<file path="config.mk">
export PLATFORM = sky130hd
export DESIGN_NAME = sd_dat_rx_top
export DESIGN_NICKNAME = d
export VERILOG_FILES = /design/src/rtl/sd_dat_pkg.sv /design/src/rtl/crc16_line.sv /design/src/rtl/dat_read.sv /design/src/rtl/sd_dat_rx_top.sv /design/src/rtl/sd_rx_status.sv
export VERILOG_INCLUDE_DIRS = /design/src /design/src/include
export SDC_FILE = /design/constraint.sdc
export NUM_CORES = 1
export LEC_CHECK = 0
export ABC_AREA = 1
export BUFFER_PORTS_ARGS = -buffer_cell sky130_fd_sc_hd__buf_2
export CORE_MARGIN = 1.5
export CORE_UTILIZATION = 45
export CTS_BUF_LIST = sky130_fd_sc_hd__clkbuf_8
export DETAILED_ROUTE_END_ITERATION = 12
export PLACE_DENSITY_LB_ADDON = 0.05
export SYNTH_ARGS = -nofsm -noshare
export SYNTH_HDL_FRONTEND = slang
export SYNTH_HIERARCHICAL = 1
export SYNTH_SLANG_ARGS = --single-unit
export TNS_END_PERCENT = 1
</file>
<file path="constraint.sdc">
create_clock -name sd_clk_i -period 6.44 [get_ports sd_clk_i]
set_input_delay 0.322 -clock sd_clk_i [delete_from_list [all_inputs] [get_ports sd_clk_i]]
set_output_delay 0.322 -clock sd_clk_i [all_outputs]
set_load 0.01 [all_outputs]
</file>
<file path="src/include/sd_dat_cfg.svh">
`ifndef SD_DAT_CFG_SVH
`define SD_DAT_CFG_SVH

// Width of the block size in bytes, so at most 4095 bytes per block
`define SD_MAX_BLOCK_BITS 12

// CRC16-CCITT, x^16 + x^12 + x^5 + 1
`define SD_CRC16_POLY 16'h1021

`endif

</file>
<file path="src/rtl/sd_dat_pkg.sv">
`include "sd_dat_cfg.svh"

package sd_dat_pkg;

  // One received 32-bit word, first byte in bits 7:0
  typedef struct packed {
    logic        valid;
    logic [31:0] data;
  } rx_word_t;

  // Block result, the error flags only mean something while done is set
  typedef struct packed {
    logic done;
    logic crc_err;
    logic end_bit_err;
  } rx_status_t;

  // Words per block, a full block of bytes divided by four needs one extra bit
  localparam int WordCntBits = `SD_MAX_BLOCK_BITS - 2 + 1;

  typedef logic [WordCntBits-1:0] word_cnt_t;

endpackage

</file>
<file path="src/rtl/crc16_line.sv">
`timescale 1ns/100ps
`include "sd_dat_cfg.svh"

module crc16_line (
  input  logic        sd_clk_i,
  input  logic        rst_i,
  input  logic        clear_i,
  input  logic        bit_i,
  output logic [15:0] crc_o
);
  logic [15:0] crc_q;
  logic [15:0] crc_d;
  logic        feedback;

  // MSB first division, data followed by its own CRC leaves zero
  assign feedback = crc_q[15] ^ bit_i;

  always_comb begin
    crc_d = {crc_q[14:0], 1'b0};
    if (feedback) begin
      crc_d = crc_d ^ `SD_CRC16_POLY;
    end
  end

  always_ff @(posedge sd_clk_i) begin
    if (rst_i) begin
      crc_q <= '0;
    end else if (clear_i) begin
      crc_q <= '0;
    end else begin
      crc_q <= crc_d;
    end
  end

  assign crc_o = crc_q;

endmodule

</file>
<file path="src/rtl/dat_read.sv">
`timescale 1ns/100ps
`include "sd_dat_cfg.svh"

module dat_read #(
  parameter int MaxBlockBitSize = `SD_MAX_BLOCK_BITS
) (
  input  logic                       sd_clk_i,
  input  logic                       rst_i,
  input  logic [3:0]                 dat_i,
  input  logic                       start_i,
  input  logic [MaxBlockBitSize-1:0] block_size_i,
  output sd_dat_pkg::rx_word_t       word_o,
  output sd_dat_pkg::rx_status_t     result_o
);
  // Counts nibbles through data and CRC, up to 2 * size + 16
  localparam int CounterWidth = MaxBlockBitSize + 2;

  typedef enum logic [2:0] {
    IDLE,
    READY,
    DAT,
    CRC,
    END_BIT
  } rx_state_e;

  rx_state_e               state_q;
  rx_state_e               state_d;
  logic [CounterWidth-1:0] counter_q;
  logic [CounterWidth-1:0] counter_d;
  logic [CounterWidth-1:0] data_last;
  logic [CounterWidth-1:0] crc_last;

  // Payload, high nibble of the byte in flight and the bytes shifted in so far
  logic [3:0]  hi_nib_q;
  logic [3:0]  hi_nib_d;
  logic [31:0] word_q;
  logic [31:0] word_d;

  logic        clear_crc;
  logic [3:0]  crc_bad;

  assign data_last = {1'b0, block_size_i, 1'b0} - 1'b1;
  assign crc_last  = data_last + CounterWidth'(16);

  always_comb begin
    state_d = state_q;
    case (state_q)
      IDLE:    if (start_i) state_d = READY;
      READY:   if (dat_i == 4'b0000) state_d = DAT;
      DAT:     if (counter_q == data_last) state_d = CRC;
      CRC:     if (counter_q == crc_last) state_d = END_BIT;
      END_BIT: state_d = IDLE;
      default: state_d = IDLE;
    endcase
  end

  always_comb begin
    counter_d   = counter_q;
    hi_nib_d    = hi_nib_q;
    word_d      = word_q;
    clear_crc   = 1'b0;
    word_o      = '0;
    result_o    = '0;

    case (state_q)
      READY: begin
        // Engines stay at zero until the start bit, data starts the cycle after
        counter_d = '0;
        clear_crc = 1'b1;
      end
      DAT: begin
        counter_d = counter_q + 1'b1;
        if (!counter_q[0]) begin
          hi_nib_d = dat_i;
        end else begin
          // Byte complete, shift it in from the top so the first byte ends low
          word_d = {hi_nib_q, dat_i, word_q[31:8]};
          if (counter_q[2:0] == 3'b111) begin
            word_o.valid = 1'b1;
            word_o.data  = {hi_nib_q, dat_i, word_q[31:8]};
          end
        end
      end
      CRC: begin
        counter_d = counter_q + 1'b1;
      end
      END_BIT: begin
        result_o.done        = 1'b1;
        result_o.crc_err     = |crc_bad;
        result_o.end_bit_err = dat_i != 4'b1111;

        // Leftover bytes sit at the top of word_q
        case (block_size_i[1:0])
          2'd1: word_o.data = {24'b0, word_q[31:24]};
          2'd2: word_o.data = {16'b0, word_q[31:16]};
          2'd3: word_o.data = {8'b0, word_q[31:8]};
          default: word_o.data = '0;
        endcase
        word_o.valid = block_size_i[1:0] != 2'd0;
      end
      default: ;
    endcase
  end

  always_ff @(posedge sd_clk_i) begin
    if (rst_i) begin
      state_q   <= IDLE;
      counter_q <= '0;
    end else begin
      state_q   <= state_d;
      counter_q <= counter_d;
    end
  end

  always_ff @(posedge sd_clk_i) begin
    hi_nib_q <= hi_nib_d;
    word_q   <= word_d;
  end

  // One engine per DAT line
  for (genvar i = 0; i < 4; i++) begin : g_crc
    logic [15:0] line_crc;

    crc16_line i_crc16_line (
      .sd_clk_i (sd_clk_i),
      .rst_i    (rst_i),
      .clear_i  (clear_crc),
      .bit_i    (dat_i[i]),
      .crc_o    (line_crc)
    );

    assign crc_bad[i] = line_crc != 16'h0000;
  end

endmodule

</file>
<file path="src/rtl/sd_dat_rx_top.sv">
`timescale 1ns/100ps
`include "sd_dat_cfg.svh"

module sd_dat_rx_top (
  input  logic                          sd_clk_i,
  input  logic                          rst_i,
  input  logic [3:0]                    dat_i,
  input  logic                          start_i,
  input  logic [`SD_MAX_BLOCK_BITS-1:0] block_size_i,
  output sd_dat_pkg::rx_word_t          word_o,
  output sd_dat_pkg::word_cnt_t         word_count_o,
  output sd_dat_pkg::rx_status_t        status_o
);
  import sd_dat_pkg::*;

  // Done pulse with its flags, only valid for one cycle
  rx_status_t result;

  dat_read #(
    .MaxBlockBitSize (`SD_MAX_BLOCK_BITS)
  ) i_dat_read (
    .sd_clk_i     (sd_clk_i),
    .rst_i        (rst_i),
    .dat_i        (dat_i),
    .start_i      (start_i),
    .block_size_i (block_size_i),
    .word_o       (word_o),
    .result_o     (result)
  );

  sd_rx_status i_sd_rx_status (
    .sd_clk_i     (sd_clk_i),
    .rst_i        (rst_i),
    .start_i      (start_i),
    .word_i       (word_o),
    .result_i     (result),
    .word_count_o (word_count_o),
    .status_o     (status_o)
  );

endmodule

</file>
<file path="src/rtl/sd_rx_status.sv">
`timescale 1ns/100ps

module sd_rx_status (
  input  logic                   sd_clk_i,
  input  logic                   rst_i,
  input  logic                   start_i,
  input  sd_dat_pkg::rx_word_t   word_i,
  input  sd_dat_pkg::rx_status_t result_i,
  output sd_dat_pkg::word_cnt_t  word_count_o,
  output sd_dat_pkg::rx_status_t status_o
);
  import sd_dat_pkg::*;

  logic       active_q;
  word_cnt_t  count_q;
  rx_status_t status_q;

  // Open from start until the done pulse, the flushed word still counts
  always_ff @(posedge sd_clk_i) begin
    if (rst_i) begin
      active_q <= 1'b0;
    end else if (start_i) begin
      active_q <= 1'b1;
    end else if (result_i.done) begin
      active_q <= 1'b0;
    end
  end

  always_ff @(posedge sd_clk_i) begin
    if (rst_i) begin
      count_q <= '0;
    end else if (start_i) begin
      count_q <= '0;
    end else if (active_q && word_i.valid) begin
      count_q <= count_q + 1'b1;
    end
  end

  // Sticky result, held until the next block starts
  always_ff @(posedge sd_clk_i) begin
    if (rst_i) begin
      status_q <= '0;
    end else if (start_i) begin
      status_q <= '0;
    end else if (result_i.done) begin
      status_q <= result_i;
    end
  end

  assign word_count_o = count_q;
  assign status_o     = status_q;

endmodule

</file>
==> results of run 1 <==
-- logic make-up after synthesis --
| group | synth area share |
|---|---|
| adder cells (fa/ha/maj) | 0.0173 |
| flip-flops | 0.425 |
| buffers and inverters | 0.164 |
| AND/OR/NAND/NOR | 0.317 |
| XOR/XNOR | 0.00808 |
| AO/OA/AOI/OAI | 0.0687 |
-- per-stage QoR --
| step | utilization | setup slack [ns] | power, µW |
|---|---|---|---|
| floorplan | - | 3.30 | 1230 |
| global placement | 0.472 | 3.68 | 1260 |
| detailed placement | 0.472 | 3.63 | 1270 |
| CTS | 0.501 | 3.21 | 1970 |
| global route | 0.501 | 2.87 | 2060 |
| finish | 0.501 | 3.19 | 1940 |
-- power by group through the flow --
stage	sequential (µW)	combinational, µW	clock [µW]
4_1_cts	905	349	711
3_5_place_dp	922	348	0
2_1_floorplan	911	319	0
5_1_grt	914	396	747
3_3_place_gp	920	341	0
6_report	905	346	685
-- state kept, by name, indices dropped and copies added, names as in the netlist --
name	flops
i_dat_read/state_q	3
i_dat_read/counter_q	14
i_dat_read/word_q	24
i_dat_read/hi_nib_q	4
i_dat_read/g_crc.i_crc16_line/crc_o	64
i_sd_rx_status/status_o	3
i_sd_rx_status/word_count_o	11
i_sd_rx_status/active_q	1
-- cell type report --
class / instances / area (µm²)
Fill cell: 1404 / 6980
Sequential cell: 124 / 2760
Multi-Input combinational cell: 534 / 2680
Inverter: 160 / 601
Timing Repair Buffer: 66 / 333
Clock buffer: 17 / 234
Tap cell: 180 / 225
Clock inverter: 15 / 173
-- placed cells by master (no fill, tap or decap), types with 3 or more instances in the layout --
| master | synthesis | layout |
|---|---|---|
| clkinv_1 | 3 | 5 |
| nand4_1 | 10 | 10 |
| nand2_2 | 6 | 6 |
| nor2_4 | 12 | 12 |
| edfxtp_1 | 28 | 28 |
| ha_1 | 9 | 9 |
| clkinvlp_4 | 0 | 4 |
| a21oi_1 | 24 | 24 |
| o311ai_0 | 7 | 7 |
| o22ai_1 | 8 | 8 |
| nand3_2 | 3 | 3 |
| o21ai_1 | 7 | 7 |
| nor4_1 | 18 | 18 |
| xor2_1 | 4 | 4 |
| clkbuf_8 | 0 | 17 |
| bufinv_16 | 0 | 3 |
| buf_2 | 1 | 65 |
| nand3_1 | 56 | 56 |
| o21ai_0 | 19 | 19 |
| inv_1 | 149 | 149 |
| inv_2 | 8 | 8 |
| nor3_1 | 4 | 4 |
| dfxtp_1 | 96 | 96 |
| nand2_1 | 186 | 186 |
| nor2_2 | 46 | 47 |
| a221oi_1 | 4 | 4 |
| nor2_1 | 101 | 100 |
-- per-layer routing --
layer | wire (µm) | vias up | global-route usage
li1 | - | 2760 | -
met1 | 6230 | 2393 | 0.236
met2 | 5930 | 127 | 0.304
met3 | 762 | 7 | 0.0572
met4 | 68 | 0 | 0.0474
met5 | 0 | - | 0
-- worst max-delay path: cells and delay by family, from the launching register on --
kind,cells,cell delay (ns)
and+or+nand+nor,4,1.03
AOI/OAI and AO/OA,2,0.66
buffers and inverters,2,0.47
DFF,1,0.33
-- worst paths after layout --
kind              cells past startpoint  slack (ns)                                                    to
hold / removal                        3        0.16                  i_sd_rx_status/active_q$_SDFFE_PP0P_
setup reg to reg                     12        3.77           i_sd_rx_status/word_count_o[7]$_SDFFE_PP0P_
setup / recovery                      8        3.19                                             word_o[6]
hold reg to reg                       2        0.43  i_dat_read/g_crc[2].i_crc16_line/crc_o[8]$_SDFF_PP0_
==> impl_metrics.json, run 1 <==
{
  "grt_max_degree": 26,
  "startpoint": "i_dat_read/state_q[0]$_SDFFE_PP0P_",
  "clockBufferDepth": 2,
  "crit_arrival_ns": 2.93,
  "ys_seq_area_frac": 0.425,
  "insertion_delay_ns": 0.43,
  "rsz0062_at_grt": "no",
  "grt_pass1_wl_um": 22200,
  "drv_slew": 0,
  "crit_type": "flop to output pin",
  "rr_startpoint": "i_dat_read/state_q[2]$_SDFFE_PP0P_",
  "avgViaCountPerCell": 4.82,
  "powerDensity_nw_per_um2": 276,
  "port_buffers": 65,
  "grt_usage": 0.185,
  "finalHoldViolations": 0,
  "cts_tree": "built",
  "stdcell_count": 1096,
  "cts_buffers": 17,
  "swShare": 0.306,
  "relSlewSlack": 0.351,
  "cap_violations": 0,
  "grt_antenna_before_repair": 0,
  "cts_setup_buffers": 0,
  "path_max_fanout": 18,
  "fmax_mhz": 308,
  "grt_pass1_vias": 4978,
  "wl_per_cell_um": 11.8,
  "n_antenna_cell": 0,
  "drive_gt1_frac": 0.191,
  "p_sw_uw": 592,
  "synthTopCellsByArea": "dfxtp_1 (30%), edfxtp_1 (13%), nand2_1 (11%)",
  "synth-main-ff-cell": "dfxtp_1",
  "drt-total-wl_um": 13000,
  "min_path_type": "input pin to flop",
  "fin_area_um2": 7010,
  "clock_sinks": 124,
  "crit_top_cell": "nand2_1",
  "p_leak_uw": 0.00290,
  "htreeDepth": 4,
  "seq_power_share": 0.467,
  "synth_top_area_cell": "dfxtp_1",
  "ir_worst_vdd_mv": 0.165,
  "crit_path_top_delay_cell": "nor2_2",
  "first_pass_iters": 5,
  "die_y_um": 123,
  "clock_skew_ns": 0.00796,
  "pwr-share-clk": 0.354,
  "critical_path.max_stage_delay_ns": 0.56,
  "vias": 5287,
  "synthDominantCellAreaShare": 0.295,
  "endpoint_kind": "output pin",
  "root_buffer": "clkbuf_8",
  "core_area_um2": 14000,
  "startpoint_type": "flop",
  "synth_area_um2": 6510,
  "setup_viol": 0,
  "syn_nets": 910,
  "fin_nets": 931,
  "min_from": "start_i",
  "worstMarginPinSlew_ns": 0.966,
  "status": "complete, no violations",
  "start_util": 0.465,
  "synth.most_common_cell": "nand2_1",
  "die_x_um": 123,
  "syn_avg_cell_area_um2": 7.38,
  "layout_min_cycle_time_ns": 3.25,
  "hold_slack_ns": 0.161,
  "synth.distinct_cells": 36,
  "place_inst": 1064,
  "globalplace.congestion": 0.874,
  "synth_common_cells": "nand2_1 (186), inv_1 (149), nor2_1 (101)",
  "first_iter_violations": 276,
  "ys_warn_count": 6,
  "rows": 43,
  "syn_inst": 882,
  "synth.ff_latch_count": 124,
  "final.setup.tns_ns": 0,
  "num_io_pins": 66,
  "postCtsHoldBufs": 0,
  "dpl_cell_area_um2": 6600,
  "synth_edf_count": 28,
  "internal-power_uw": 1340,
  "die_area_um2": 15200,
  "required_ns": 6.12,
  "drc": 0,
  "comb_power_share": 0.179,
  "cts_resized": 0,
  "synth-async-reset-ratio": 0,
  "cp_cell_sequence": "nor2_1 > nand2_1 > nor2_2 > inv_1 > o21ai_1 > nand2_1 > o311ai_0 > buf_2",
  "ant_nets": 0,
  "path_clk_slew_ns": 0.07,
  "period_share": 0.504,
  "area_growth_pct": 7.69,
  "dp_hpwl_um": 9700,
  "grt.overflow.total": 0
}
No activity file was read; power rests on OpenSTA's default activity.
==> run 2, diff against run 1 <==
clock period = 3.2 ns   (was 6.44 ns; I/O delays follow)
==> run 2 against run 1 <==
Compared with the run above:
- die area unchanged
- cell area up 0.23%
- sequential power up 100%
- sequential share of layout area down 0.091 points
- final cell count up 0.36%
- global-route usage up 0.67 points
- critical endpoint is now word_o[0]
- highest routed layer unchanged
==> impl_metrics.json, run 2 (synthesis gave the netlist of run 1 again) <==
{
  "status": "complete, no violations",
  "min_path_type": "input pin to flop",
  "largest_register_ffs": 64,
  "crit_type": "flop to output pin",
  "final_cell_mix": "nand2_1 (186), inv_1 (151), nor2_1 (100), dfxtp_1 (96), buf_2 (65)",
  "power_uw": 3890,
  "period_share": 0.870,
  "first_pass_iters": 5,
  "startpoint_type": "flop",
  "worst-r2r-setup-slack_ns": 1.01,
  "utilization": 0.502,
  "avgViaCountPerCell": 4.85,
  "crit_arrival_ns": 2.63,
  "root_buffer": "clkbuf_8",
  "drv_slew": 0,
  "dp_hpwl_um": 10100,
  "num_io_pins": 66,
  "layout_min_cycle_time_ns": 2.79,
  "cap_violations": 0,
  "globalplace.congestion": 0.862,
  "relSlewSlack": 0.543,
  "fin_nets": 935,
  "insertion_delay_ns": 0.43,
  "endpoint_kind": "output pin",
  "grt_antenna_before_repair": 0,
  "die_x_um": 123,
  "hold_slack_ns": 0.0331,
  "clock_sinks": 124,
  "grt_pass1_wl_um": 22900,
  "fmax_mhz": 359,
  "port_buffers": 65,
  "die_y_um": 123,
  "area_growth_pct": 7.94,
  "grt_usage": 0.191,
  "core_area_um2": 14000,
  "p_leak_uw": 0.00294,
  "ir_worst_vdd_mv": 0.397,
  "grt_pass1_vias": 5036,
  "n_antenna_cell": 0,
  "rsz0062_at_grt": "no",
  "setup_ws_ns": 0.414,
  "wl_per_cell_um": 12.4,
  "required_ns": 3.04,
  "drt-total-wl_um": 13700,
  "clockBufferDepth": 2,
  "grt_max_degree": 25,
  "ant_nets": 0,
  "cts_buffers": 17,
  "htreeDepth": 4,
  "start_util": 0.465,
  "worstMarginPinSlew_ns": 0.680,
  "layout_commonest_cell": "nand2_1",
  "first_iter_violations": 344,
  "final.setup.tns_ns": 0,
  "vias": 5331,
  "drc": 0,
  "clock_skew_ns": 0.00879,
  "powerDensity_nw_per_um2": 554,
  "path_clk_slew_ns": 0.07,
  "setup_viol": 0,
  "drive_gt1_frac": 0.191,
  "finalHoldViolations": 0,
  "die_area_um2": 15200,
  "grt.overflow.total": 0,
  "dp_worst_setup_slack_ns": 0.668,
  "rows": 43,
  "cts_tree": "built",
  "path_max_fanout": 10
}
-- run 2: cell types whose count changed in the layout (fill, tap and decap cells not counted) --
cell | before | now
inv_1 | 149 | 151
buf_4 | 1 | 4
clkinv_2 | 2 | 5
inv_6 | 2 | 1
dlygate4sd3_1 | 0 | 1
clkinvlp_4 | 4 | 0
-- run 2: area by class of cell --
type	instances	area, µm²
inverters	160	601
clock inverters	15	156
flip-flops and latches	124	2760
well taps	180	225
repair buffers	70	365
clock buffers	17	234
fillers	1445	6970
multi-input cells	534	2680
-- run 2: worst paths after layout --
check | depth (start not counted) | startpoint | to
setup / recovery | 9 | i_dat_read/state_q[2]$_SDFFE_PP0P_ | word_o[0]
hold reg to reg | 2 | i_dat_read/g_crc[3].i_crc16_line/crc_o[8]$_SDFF_PP0_ | i_dat_read/g_crc[3].i_crc16_line/crc_o[9]$_SDFF_PP0_
hold / removal | 1 | dat_i[1] | i_dat_read/word_q[25]$_DFFE_PP_
setup reg to reg | 11 | i_dat_read/state_q[2]$_SDFFE_PP0P_ | i_sd_rx_status/word_count_o[9]$_SDFFE_PP0P_
-- run 2: routing by layer --
metal	GRT usage	part of all wire	up-vias
met2	0.310	0.46	100
met4	0.0711	0.013	0
met3	0.0498	0.044	18
met1	0.245	0.48	2442
met5	0	0	-
li1	-	-	2771
-- run 2: per-stage QoR --
step	area (µm²)	instances
final	7020	1100
after global routing	7020	1100
after CTS	7020	1100
after detailed placement	6620	1067
after global placement	6620	1067
after floorplan	6510	882
-- run 2: power breakdown --
group / switching, µW / internal (µW)
registers: 81.4 / 1740
clock network: 601 / 755
logic: 509 / 205
-- run 2: worst max-delay path, stage by stage, from the launching register on --
cell	delay [ns]
dfxtp_1	0.35
nor2_1	0.15
nand2_1	0.18
nor2_2	0.14
nand2_1	0.26
buf_4	0.27
o21ai_1	0.37
nand2_1	0.12
o311ai_0	0.14
buf_2	0.21
-- run 2: timing repair --
action | CTS | global route
hold buffers | 1 | 0
setup buffers | 0 | 0
hold endpoints to repair | 1 | 0
resized for setup | 0 | 0
setup endpoints to repair | 0 | 0
